==> src/include/periph_params.svh <==
// ~~~~~~~~~~~~~~~~~~~~~~~~~~~~~~~~~~~~~~~~~~~~~~~~~~~~~~~~~~~~~~~~~~~~
// Memory map and sizing macros for the minimal peripheral block.
// Include wherever bus widths, block offsets or the window base
// are needed.
// ~~~~~~~~~~~~~~~~~~~~~~~~~~~~~~~~~~~~~~~~~~~~~~~~~~~~~~~~~~~~~~~~~~~~
`ifndef PERIPH_PARAMS_SVH
`define PERIPH_PARAMS_SVH

// bus widths and window base
`define PERIPH_WORD   8
`define PERIPH_ADDR_W 8
`define PERIPH_BASE   8'hEE

// registers per block
`define EXTI_SIZE  2
`define GPIO_SIZE  4
`define TIMER_SIZE 3
`define UART_SIZE  3

// block offsets inside the window
`define EXTI_OFF  0
`define GPIO_OFF  2
`define TIMER_OFF 6
`define UART_OFF  9

`define PERIPH_TOTAL 12
`define PERIPH_OFF_W 4

// baud divisor after reset, cycles per bit minus one
`define UART_DIV_RESET 4

`endif

==> src/rtl/periph_pkg.sv <==
// ~~~~~~~~~~~~~~~~~~~~~~~~~~~~~~~~~~~~~~~~~~~~~~~~~~~~~~~~~~~~~~~~~~~~
// Shared types of the peripheral block: the interrupt flag byte and
// the register position inside a block. Import into module bodies.
// ~~~~~~~~~~~~~~~~~~~~~~~~~~~~~~~~~~~~~~~~~~~~~~~~~~~~~~~~~~~~~~~~~~~~
`default_nettype none

`include "periph_params.svh"

package periph_pkg;

    // one flag byte, seen either as a bus word or as named sources
    typedef union packed {
        logic [`PERIPH_WORD-1:0] raw;
        struct packed {
            logic [`PERIPH_WORD-4:0] unused;
            logic                    uart;
            logic                    timer;
            logic                    gpio;
        } src;
    } irq_flags_u;

    // position of a register inside its own block
    typedef enum logic [1:0] {
        REG_0 = 2'd0,
        REG_1 = 2'd1,
        REG_2 = 2'd2,
        REG_3 = 2'd3
    } reg_sel_e;

endpackage

`default_nettype wire

==> src/rtl/periph_bus_if.sv <==
// ~~~~~~~~~~~~~~~~~~~~~~~~~~~~~~~~~~~~~~~~~~~~~~~~~~~~~~~~~~~~~~~~~~~~
// Decoded register access from the top level to each peripheral.
// The top drives the master side, peripherals take the other one.
// ~~~~~~~~~~~~~~~~~~~~~~~~~~~~~~~~~~~~~~~~~~~~~~~~~~~~~~~~~~~~~~~~~~~~
`timescale 1ns/1ps
`default_nettype none

`include "periph_params.svh"

interface periph_bus_if;

    // access falls inside the window and the bus is enabled
    logic                     sel;
    logic [`PERIPH_OFF_W-1:0] offset;
    logic [`PERIPH_WORD-1:0]  wdata;
    logic                     write_en;

    modport master (output sel, output offset, output wdata, output write_en);

    modport peripheral (input sel, input offset, input wdata, input write_en);

endinterface

`default_nettype wire

==> src/rtl/periph_exti.sv <==
// ~~~~~~~~~~~~~~~~~~~~~~~~~~~~~~~~~~~~~~~~~~~~~~~~~~~~~~~~~~~~~~~~~~~~
// Interrupt controller. Latches one-cycle pulses from the gpio, timer
// and uart blocks and drives the masked CPU interrupt lines.
// ~~~~~~~~~~~~~~~~~~~~~~~~~~~~~~~~~~~~~~~~~~~~~~~~~~~~~~~~~~~~~~~~~~~~
`timescale 1ns/1ps
`default_nettype none

`include "periph_params.svh"

module periph_exti (
    input  logic                    clk,
    input  logic                    rst_n,
    periph_bus_if.peripheral        bus,
    output logic [`PERIPH_WORD-1:0] rdata,
    input  logic                    gpio_irq,
    input  logic                    timer_irq,
    input  logic                    uart_irq,
    output logic [2:0]              ext_int
);
    import periph_pkg::*;

    localparam logic [`PERIPH_OFF_W-1:0] BLK_OFF = `EXTI_OFF;
    localparam logic [`PERIPH_OFF_W-1:0] BLK_END = `EXTI_OFF + `EXTI_SIZE;

    logic                     hit;
    logic                     wr;
    logic [`PERIPH_OFF_W-1:0] rel;
    reg_sel_e                 reg_sel;
    logic [2:0]               mask_q;
    irq_flags_u               pend_q;
    irq_flags_u               set_v;
    irq_flags_u               clr_v;

    assign hit     = bus.sel && (bus.offset >= BLK_OFF) && (bus.offset < BLK_END);
    assign wr      = hit && bus.write_en;
    assign rel     = bus.offset - BLK_OFF;
    assign reg_sel = reg_sel_e'(rel[1:0]);

    always_comb
    begin
        set_v.raw       = '0;
        set_v.src.gpio  = gpio_irq;
        set_v.src.timer = timer_irq;
        set_v.src.uart  = uart_irq;
        // write 1 to clear
        clr_v.raw = (wr && reg_sel == REG_1) ? bus.wdata : '0;
    end

    always_ff @(posedge clk or negedge rst_n)
    begin
        if (!rst_n)
        begin
            mask_q     <= '0;
            pend_q.raw <= '0;
        end
        else
        begin
            if (wr && reg_sel == REG_0)
                mask_q <= bus.wdata[2:0];
            // a new pulse beats a clear in the same cycle
            pend_q.raw <= set_v.raw | (pend_q.raw & ~clr_v.raw);
        end
    end

    assign ext_int = {pend_q.src.uart, pend_q.src.timer, pend_q.src.gpio} & mask_q;

    always_comb
    begin
        rdata = '0;
        if (hit)
        begin
            case (reg_sel)
                REG_0:   rdata[2:0] = mask_q;
                REG_1:   rdata      = pend_q.raw;
                default: rdata      = '0;
            endcase
        end
    end

endmodule

`default_nettype wire

==> src/rtl/periph_gpio.sv <==
// ~~~~~~~~~~~~~~~~~~~~~~~~~~~~~~~~~~~~~~~~~~~~~~~~~~~~~~~~~~~~~~~~~~~~
// 16-bit GPIO port: byte-written output latch, two-flop synchronized
// input and a one-cycle pulse whenever a synchronized input changes.
// ~~~~~~~~~~~~~~~~~~~~~~~~~~~~~~~~~~~~~~~~~~~~~~~~~~~~~~~~~~~~~~~~~~~~
`timescale 1ns/1ps
`default_nettype none

`include "periph_params.svh"

module periph_gpio (
    input  logic                    clk,
    input  logic                    rst_n,
    periph_bus_if.peripheral        bus,
    output logic [`PERIPH_WORD-1:0] rdata,
    output logic                    irq,
    input  logic [15:0]             gpi,
    output logic [15:0]             gpo
);
    import periph_pkg::*;

    localparam logic [`PERIPH_OFF_W-1:0] BLK_OFF = `GPIO_OFF;
    localparam logic [`PERIPH_OFF_W-1:0] BLK_END = `GPIO_OFF + `GPIO_SIZE;

    logic                     hit;
    logic                     wr;
    logic [`PERIPH_OFF_W-1:0] rel;
    reg_sel_e                 reg_sel;
    logic [15:0]              gpi_s1;
    logic [15:0]              gpi_s2;
    logic [15:0]              gpi_prev;

    assign hit     = bus.sel && (bus.offset >= BLK_OFF) && (bus.offset < BLK_END);
    assign wr      = hit && bus.write_en;
    assign rel     = bus.offset - BLK_OFF;
    assign reg_sel = reg_sel_e'(rel[1:0]);

    always_ff @(posedge clk or negedge rst_n)
    begin
        if (!rst_n)
        begin
            gpo      <= '0;
            gpi_s1   <= '0;
            gpi_s2   <= '0;
            gpi_prev <= '0;
        end
        else
        begin
            if (wr && reg_sel == REG_0)
                gpo[7:0] <= bus.wdata;
            if (wr && reg_sel == REG_1)
                gpo[15:8] <= bus.wdata;
            gpi_s1   <= gpi;
            gpi_s2   <= gpi_s1;
            gpi_prev <= gpi_s2;
        end
    end

    // high for one cycle after the synchronizer picks up a change
    assign irq = |(gpi_s2 ^ gpi_prev);

    always_comb
    begin
        rdata = '0;
        if (hit)
        begin
            case (reg_sel)
                REG_0: rdata = gpo[7:0];
                REG_1: rdata = gpo[15:8];
                REG_2: rdata = gpi_s2[7:0];
                REG_3: rdata = gpi_s2[15:8];
            endcase
        end
    end

endmodule

`default_nettype wire

==> src/rtl/periph_timer.sv <==
// ~~~~~~~~~~~~~~~~~~~~~~~~~~~~~~~~~~~~~~~~~~~~~~~~~~~~~~~~~~~~~~~~~~~~
// Reload down-counter behind a prescaler. While running it pulses irq
// once every (reload+1)*(prescale+1) cycles.
// ~~~~~~~~~~~~~~~~~~~~~~~~~~~~~~~~~~~~~~~~~~~~~~~~~~~~~~~~~~~~~~~~~~~~
`timescale 1ns/1ps
`default_nettype none

`include "periph_params.svh"

module periph_timer (
    input  logic                    clk,
    input  logic                    rst_n,
    periph_bus_if.peripheral        bus,
    output logic [`PERIPH_WORD-1:0] rdata,
    output logic                    irq
);
    import periph_pkg::*;

    localparam logic [`PERIPH_OFF_W-1:0] BLK_OFF = `TIMER_OFF;
    localparam logic [`PERIPH_OFF_W-1:0] BLK_END = `TIMER_OFF + `TIMER_SIZE;

    logic                     hit;
    logic                     wr;
    logic [`PERIPH_OFF_W-1:0] rel;
    reg_sel_e                 reg_sel;
    logic [`PERIPH_WORD-1:0]  reload_q;
    logic [`PERIPH_WORD-1:0]  presc_q;
    logic                     run_q;
    logic [`PERIPH_WORD-1:0]  presc_cnt;
    logic [`PERIPH_WORD-1:0]  count;
    logic                     tick;

    assign hit     = bus.sel && (bus.offset >= BLK_OFF) && (bus.offset < BLK_END);
    assign wr      = hit && bus.write_en;
    assign rel     = bus.offset - BLK_OFF;
    assign reg_sel = reg_sel_e'(rel[1:0]);

    // one tick per prescale period
    assign tick = run_q && (presc_cnt == '0);
    assign irq  = tick && (count == '0);

    always_ff @(posedge clk or negedge rst_n)
    begin
        if (!rst_n)
        begin
            reload_q  <= '0;
            presc_q   <= '0;
            run_q     <= 1'b0;
            presc_cnt <= '0;
            count     <= '0;
        end
        else
        begin
            if (wr && reg_sel == REG_0)
                reload_q <= bus.wdata;
            if (wr && reg_sel == REG_1)
                presc_q <= bus.wdata;
            if (wr && reg_sel == REG_2)
            begin
                // restart from a clean period
                run_q     <= bus.wdata[0];
                presc_cnt <= presc_q;
                count     <= reload_q;
            end
            else if (run_q)
            begin
                presc_cnt <= tick ? presc_q : presc_cnt - 1'b1;
                if (tick)
                    count <= (count == '0) ? reload_q : count - 1'b1;
            end
        end
    end

    always_comb
    begin
        rdata = '0;
        if (hit)
        begin
            case (reg_sel)
                REG_0:   rdata    = reload_q;
                REG_1:   rdata    = presc_q;
                REG_2:   rdata[0] = run_q;
                default: rdata    = '0;
            endcase
        end
    end

endmodule

`default_nettype wire

==> src/rtl/periph_uart.sv <==
// ~~~~~~~~~~~~~~~~~~~~~~~~~~~~~~~~~~~~~~~~~~~~~~~~~~~~~~~~~~~~~~~~~~~~
// 8N1 UART. Bit time is (divisor+1) clocks, set through a register.
// Writing data starts a frame; a received byte raises rx_valid and irq.
// ~~~~~~~~~~~~~~~~~~~~~~~~~~~~~~~~~~~~~~~~~~~~~~~~~~~~~~~~~~~~~~~~~~~~
`timescale 1ns/1ps
`default_nettype none

`include "periph_params.svh"

module periph_uart (
    input  logic                    clk,
    input  logic                    rst_n,
    periph_bus_if.peripheral        bus,
    output logic [`PERIPH_WORD-1:0] rdata,
    output logic                    irq,
    input  logic                    rx,
    output logic                    tx
);
    import periph_pkg::*;

    localparam logic [`PERIPH_OFF_W-1:0] BLK_OFF = `UART_OFF;
    localparam logic [`PERIPH_OFF_W-1:0] BLK_END = `UART_OFF + `UART_SIZE;

    logic                     hit;
    logic                     wr;
    logic [`PERIPH_OFF_W-1:0] rel;
    reg_sel_e                 reg_sel;
    logic [`PERIPH_WORD-1:0]  div_q;
    logic                     tx_busy;
    logic [9:0]               tx_shift;
    logic [3:0]               tx_bits;
    logic [`PERIPH_WORD-1:0]  tx_cnt;
    logic                     rx_s1;
    logic                     rx_s2;
    logic                     rx_prev;
    logic                     rx_busy;
    logic [3:0]               rx_bits;
    logic [`PERIPH_WORD-1:0]  rx_cnt;
    logic [7:0]               rx_shift;
    logic [7:0]               rx_data;
    logic                     rx_valid;

    assign hit     = bus.sel && (bus.offset >= BLK_OFF) && (bus.offset < BLK_END);
    assign wr      = hit && bus.write_en;
    assign rel     = bus.offset - BLK_OFF;
    assign reg_sel = reg_sel_e'(rel[1:0]);

    // idle line is high since ones are shifted in behind the frame
    assign tx = tx_shift[0];

    always_ff @(posedge clk or negedge rst_n)
    begin
        if (!rst_n)
        begin
            div_q    <= `UART_DIV_RESET;
            tx_busy  <= 1'b0;
            tx_shift <= '1;
            tx_bits  <= '0;
            tx_cnt   <= '0;
        end
        else
        begin
            if (wr && reg_sel == REG_2)
                div_q <= bus.wdata;
            if (!tx_busy)
            begin
                // data writes while busy are dropped
                if (wr && reg_sel == REG_0)
                begin
                    tx_shift <= {1'b1, bus.wdata, 1'b0};
                    tx_busy  <= 1'b1;
                    tx_bits  <= '0;
                    tx_cnt   <= div_q;
                end
            end
            else if (tx_cnt == '0)
            begin
                tx_cnt   <= div_q;
                tx_shift <= {1'b1, tx_shift[9:1]};
                tx_bits  <= tx_bits + 1'b1;
                if (tx_bits == 4'd9)
                    tx_busy <= 1'b0;
            end
            else
                tx_cnt <= tx_cnt - 1'b1;
        end
    end

    always_ff @(posedge clk or negedge rst_n)
    begin
        if (!rst_n)
        begin
            rx_s1    <= 1'b1;
            rx_s2    <= 1'b1;
            rx_prev  <= 1'b1;
            rx_busy  <= 1'b0;
            rx_bits  <= '0;
            rx_cnt   <= '0;
            rx_valid <= 1'b0;
            irq      <= 1'b0;
        end
        else
        begin
            rx_s1   <= rx;
            rx_s2   <= rx_s1;
            rx_prev <= rx_s2;
            irq     <= 1'b0;
            if (wr && reg_sel == REG_1)
                rx_valid <= 1'b0;
            if (!rx_busy)
            begin
                // falling edge, wait half a bit to land mid start bit
                if (rx_prev && !rx_s2)
                begin
                    rx_busy <= 1'b1;
                    rx_bits <= '0;
                    rx_cnt  <= div_q >> 1;
                end
            end
            else if (rx_cnt == '0)
            begin
                rx_cnt  <= div_q;
                rx_bits <= rx_bits + 1'b1;
                if (rx_bits == 4'd0 && rx_s2)
                    rx_busy <= 1'b0;
                else if (rx_bits == 4'd9)
                begin
                    rx_busy  <= 1'b0;
                    rx_valid <= 1'b1;
                    irq      <= 1'b1;
                end
            end
            else
                rx_cnt <= rx_cnt - 1'b1;
        end
    end

    // payload only
    always_ff @(posedge clk)
    begin
        if (rx_busy && rx_cnt == '0)
        begin
            if (rx_bits != 4'd0 && rx_bits != 4'd9)
                rx_shift <= {rx_s2, rx_shift[7:1]};
            if (rx_bits == 4'd9)
                rx_data <= rx_shift;
        end
    end

    always_comb
    begin
        rdata = '0;
        if (hit)
        begin
            case (reg_sel)
                REG_0:   rdata      = rx_data;
                REG_1:   rdata[1:0] = {rx_valid, tx_busy};
                REG_2:   rdata      = div_q;
                default: rdata      = '0;
            endcase
        end
    end

endmodule

`default_nettype wire

==> src/rtl/periph_minimal.sv <==
// ~~~~~~~~~~~~~~~~~~~~~~~~~~~~~~~~~~~~~~~~~~~~~~~~~~~~~~~~~~~~~~~~~~~~
// Peripheral block for an 8-bit CPU register bus. Decodes the address
// window, hands each peripheral a local offset and merges read data.
// ~~~~~~~~~~~~~~~~~~~~~~~~~~~~~~~~~~~~~~~~~~~~~~~~~~~~~~~~~~~~~~~~~~~~
`timescale 1ns/1ps
`default_nettype none

`include "periph_params.svh"

module periph_minimal (
    input  logic                      clk,
    input  logic                      rst_n,
    input  logic                      enable,
    input  logic [`PERIPH_ADDR_W-1:0] addr,
    input  logic [`PERIPH_WORD-1:0]   data_in,
    output logic [`PERIPH_WORD-1:0]   data_out,
    input  logic                      write_en,
    output logic [2:0]                ext_int,
    input  logic [15:0]               gpi,
    output logic [15:0]               gpo,
    input  logic                      rx,
    output logic                      tx
);

    localparam logic [`PERIPH_ADDR_W-1:0] WIN_BASE = `PERIPH_BASE;
    localparam logic [`PERIPH_ADDR_W-1:0] WIN_END  = `PERIPH_BASE + `PERIPH_TOTAL;

    logic                      in_window;
    logic [`PERIPH_ADDR_W-1:0] addr_rel;
    logic [`PERIPH_WORD-1:0]   rdata_exti;
    logic [`PERIPH_WORD-1:0]   rdata_gpio;
    logic [`PERIPH_WORD-1:0]   rdata_timer;
    logic [`PERIPH_WORD-1:0]   rdata_uart;
    logic                      gpio_irq;
    logic                      timer_irq;
    logic                      uart_irq;

    periph_bus_if bus ();

    // window check and local offset
    assign in_window = enable && (addr >= WIN_BASE) && (addr < WIN_END);
    assign addr_rel  = addr - WIN_BASE;

    assign bus.sel      = in_window;
    assign bus.offset   = addr_rel[`PERIPH_OFF_W-1:0];
    assign bus.wdata    = data_in;
    assign bus.write_en = write_en;

    // unselected blocks return zero
    assign data_out = rdata_exti | rdata_gpio | rdata_timer | rdata_uart;

    periph_exti exti_inst (
        .clk       (clk),
        .rst_n     (rst_n),
        .bus       (bus.peripheral),
        .rdata     (rdata_exti),
        .gpio_irq  (gpio_irq),
        .timer_irq (timer_irq),
        .uart_irq  (uart_irq),
        .ext_int   (ext_int)
    );

    periph_gpio gpio_inst (
        .clk   (clk),
        .rst_n (rst_n),
        .bus   (bus.peripheral),
        .rdata (rdata_gpio),
        .irq   (gpio_irq),
        .gpi   (gpi),
        .gpo   (gpo)
    );

    periph_timer timer_inst (
        .clk   (clk),
        .rst_n (rst_n),
        .bus   (bus.peripheral),
        .rdata (rdata_timer),
        .irq   (timer_irq)
    );

    periph_uart uart_inst (
        .clk   (clk),
        .rst_n (rst_n),
        .bus   (bus.peripheral),
        .rdata (rdata_uart),
        .irq   (uart_irq),
        .rx    (rx),
        .tx    (tx)
    );

endmodule

`default_nettype wire

==> config.mk <==
export PLATFORM = sky130hd
export DESIGN_NAME = periph_minimal
export DESIGN_NICKNAME = d
export VERILOG_FILES = /design/src/rtl/periph_pkg.sv /design/src/rtl/periph_bus_if.sv /design/src/rtl/periph_exti.sv /design/src/rtl/periph_gpio.sv /design/src/rtl/periph_timer.sv /design/src/rtl/periph_uart.sv /design/src/rtl/periph_minimal.sv
export VERILOG_INCLUDE_DIRS = /design/src /design/src/include
export SDC_FILE = /design/constraint.sdc
export NUM_CORES = 1
export LEC_CHECK = 0
export BUFFER_PORTS_ARGS = -buffer_cell sky130_fd_sc_hd__buf_2
export CORE_MARGIN = 4
export CORE_UTILIZATION = 45
export CTS_CLUSTER_DIAMETER = 100
export DETAILED_ROUTE_END_ITERATION = 10
export HOLD_SLACK_MARGIN = 0.08
export PLACE_DENSITY = 0.65
export SYNTH_ARGS = -nofsm -noshare
export SYNTH_HDL_FRONTEND = slang
export SYNTH_SLANG_ARGS = --single-unit
==> constraint.sdc <==
create_clock -name clk -period 2.35 [get_ports clk]
set_input_delay 0.3525 -clock clk [delete_from_list [all_inputs] [get_ports clk]]
set_output_delay 0.3525 -clock clk [all_outputs]
set_load 0.03 [all_outputs]
==> key figures <==
Yosys
  • Top_reg_cell synth: dfrtp_1
  • Area contributors post-synth: dfrtp_1 44%, mux2_2 6.4%, edfxtp_1 5.8%
  • Synth Cell Area: 8220 sq um
  • Syn Nets: 742
  • Avg Cell Area, Syn: 11.9 sq um
  • Fraction of registers with async set/reset: 0.907
  • Synth Register Bits: 172
  • Cell taking the most area after synthesis: dfrtp_1
  • Synth top cells by count: 143 x dfrtp_1, 47 x mux2_2, 39 x mux2i_1, 38 x a21oi_1, 35 x nor2_1
  • Post-synth top area share: 0.435
  • Ys Warns: 0
  • Mapped Cells: 690
  • Synth unique cells: 72
  • Post-synth EDFFs: 16
  • Most frequent cell after synthesis: dfrtp_1
  • Sequential area share after synthesis: 0.535

Detailed routing
  • Drt drc: 0
  • DR pass1 iterations: 5
  • DR vias/cell: 5.61
  • Initial DRC count: 397
  • Total wire length: 20,300 microns
  • WL per Instance: 18.9 microns
  • Detail Route Antenna Nets: 0
  • Vias: 6,047

Setup path
  • CP Max Fanout: 4
  • Crit start category: input port
  • Reg-to-Reg Start: uart_inst.rx_cnt[5]$_DFFE_PN0P_
  • Crit. End Element: primary output
  • Critical path required time: 2000 ps
  • Reg2reg setup slack: 220 ps
  • Worst r2r path cells: 5
  • WP data arrival: 2220 ps
  • Crit Path Category: input port to primary output
  • Reg2reg end: uart_inst.rx_data[6]$_DFFE_PP_

GRT
  • Vias in the first global route: 6,103
  • GRT Overall Usage: 0.207
  • GRT overflow: 0
  • Largest net degree at the start of global routing: 53
  • Initial antenna violation count: 0
  • First-pass GRT wire length: 32,900 microns

Outcome
  • Status: finished with violations
  • Failing checks: setup timing

Worst hold path
  • Worst Min Path Start: data_in[6]
  • Worst hold endpoint: exti_inst.pend_q[6]$_DFF_PN0_
  • Worst min path class: input port to flip-flop
  • Hold depth: 2

CTS
  • Worst skew pair latency: 440 ps
  • CTS tree: built
  • Number of CTS-inserted buffers: 17
  • # clock sinks: 172
  • Root Driver: clkbuf_16
  • Clock slew at reported path FFs: 70 ps
  • CTS Buffer Depth: 2
  • Deepest level of the CTS H-tree: 4

Final layout
  • P&R area growth vs syn: 25.5%
  • Layout cells sized above 1: 0.327
  • ANT cells: 0
  • Fin area: 10,300 sq um
  • Layout filler cell count: 1,461
  • Register area: 4400 sq um
  • Area of the multi-input gates: 3700 sq um
  • Fin nets: 887

Floorplanning
  • # rows: 49
  • Die area: 20,500 sq um
  • IO Pins: 65
  • Die X: 143 microns
  • Core area: 18,000 sq um
  • Die Span Y: 143 microns
  • Initial core utilization: 0.458

Power
  • P_int: 5750 uW
  • Psw: 2710 uW
  • Reg power frac: 0.439
  • Clock power frac: 0.357
  • Leak: 0.00462 uW
  • Max VDD drop: 739 uV
  • Overall power: 8460 uW
  • Pwr per Cell Area: 820 nW/um^2
  • Sw Ratio: 0.320
  • Combinational share of power: 0.204

Place
  • Dpl hpwl: 14,500 microns
  • Placed cell area: 9300 sq um
  • Number of port buffers: 64
  • Place WS: -300 ps
  • Final GP Congestion: 0.925

Timing
  • Max Slew Vio Count: 0
  • Setup WS post-layout: -224 ps
  • Slew headroom: 0.575
  • RSZ-0062 raised after global routing: yes
  • Crit path time final: 2570 ps
  • Final setup violation count: 8
  • Setup Skew: 10.8 ps
  • Maximum clock rate: 0.389 GHz
  • Final period util: 1.10
  • Endpoints failing hold: 0
  • Tightest Pin Transition: 637 ps

Run
  • Max-Cap Viols: 0
cell type report:
cell class	instances	area share
well taps	229	0.0278
clock buffers	17	0.0412
repair buffers	155	0.114
inverters	26	0.00982
clock inverters	15	0.0226
multi-input cells	463	0.359
flip-flops and latches	172	0.427
worst max path at each step:
stage | from | end | depth (start not counted)
after floorplan | addr[1] | data_out[3] | 7
after global placement | addr[1] | data_out[3] | 10
after detailed placement | addr[1] | data_out[3] | 10
after CTS | addr[1] | data_out[3] | 10
after global routing | addr[1] | data_out[3] | 10
final | addr[1] | data_out[3] | 10
flip-flops by register name, indices dropped and copies added, names as in the netlist, 9 cells and up:
signal and flops:
gpio_inst.gpi_prev 16, gpio_inst.gpi_s1 16, gpio_inst.gpi_s2 16, gpio_inst.gpo 16, uart_inst.tx_shift 9
critical path: stages:
cell,delay [ps]
buf_8,80
clkinvlp_4,90
ha_4,230
and2b_1,220
mux2i_2,90
o22a_2,200
buf_6,120
or3_4,350
o211ai_1,270
buf_4,220
layer usage:
layer	wire length (microns)	global-route usage	up-vias
met5	0	0	-
met4	377	0.0640	0
met3	942	0.0405	29
met2	9560	0.319	145
met1	9440	0.299	3044
li1	-	-	2829
placed cells by master, fill, tap and decap left out, types with 7 or more instances in the layout:
cell type and count:
a21oi_1 38, and3_1 9, buf_2 53, buf_4 69, buf_6 10, clkbuf_16 17, dfrtp_1 143, dfstp_2 13
dlygate4sd3_1 18, edfxtp_1 16, ha_1 13, inv_1 24, mux2_2 47, mux2_4 8, mux2i_1 38, mux4_2 8
nand2_1 32, nand2b_1 9, nand3_1 24, nand4_1 7, nor2_1 34, nor3_1 19, nor4_1 8, o21ai_0 28
o22a_1 8, xor2_1 21
timing repair:
action,in CTS,in global routing
gates cloned,1,0
buffers inserted,5,3
endpoints found under the setup margin,8,14
gates resized for setup,24,10
pin swaps,7,4
hold buffers,18,0
hold endpoints to repair,62,0
per-stage QoR:
step | hold WS (ps) | cells | utilization | TNS (ps)
final | 309 | 1077 | 0.574 | -1040
after global routing | 300 | 1077 | 0.574 | -1510
after floorplan | 56.9 | 690 | - | -166
after detailed placement | 335 | 1019 | 0.518 | -3270
after CTS | 287 | 1075 | 0.571 | -923
after global placement | 332 | 1019 | 0.518 | -2840
power groups by stage:
stage | Sequential (uW) | Combinational [uW] | Clock, uW
after floorplan | 3670 | 1200 | 0
after global placement | 3740 | 1610 | 0
after detailed placement | 3770 | 1660 | 0
after CTS | 3710 | 1720 | 3080
after global routing | 3770 | 1950 | 3210
final | 3710 | 1730 | 3020
kinds of logic after synthesis:
| group | share of synthesized area |
|---|---|
| AO/OA/AOI/OAI | 0.108 |
| XOR/XNOR | 0.0297 |
| adder cells (fa/ha/maj) | 0.0228 |
| buffers and inverters | 0.0280 |
| flip-flops | 0.535 |
| multiplexers | 0.148 |
| AND/OR/NAND/NOR | 0.128 |
Note: power is estimated with default switching activity, not from simulation.
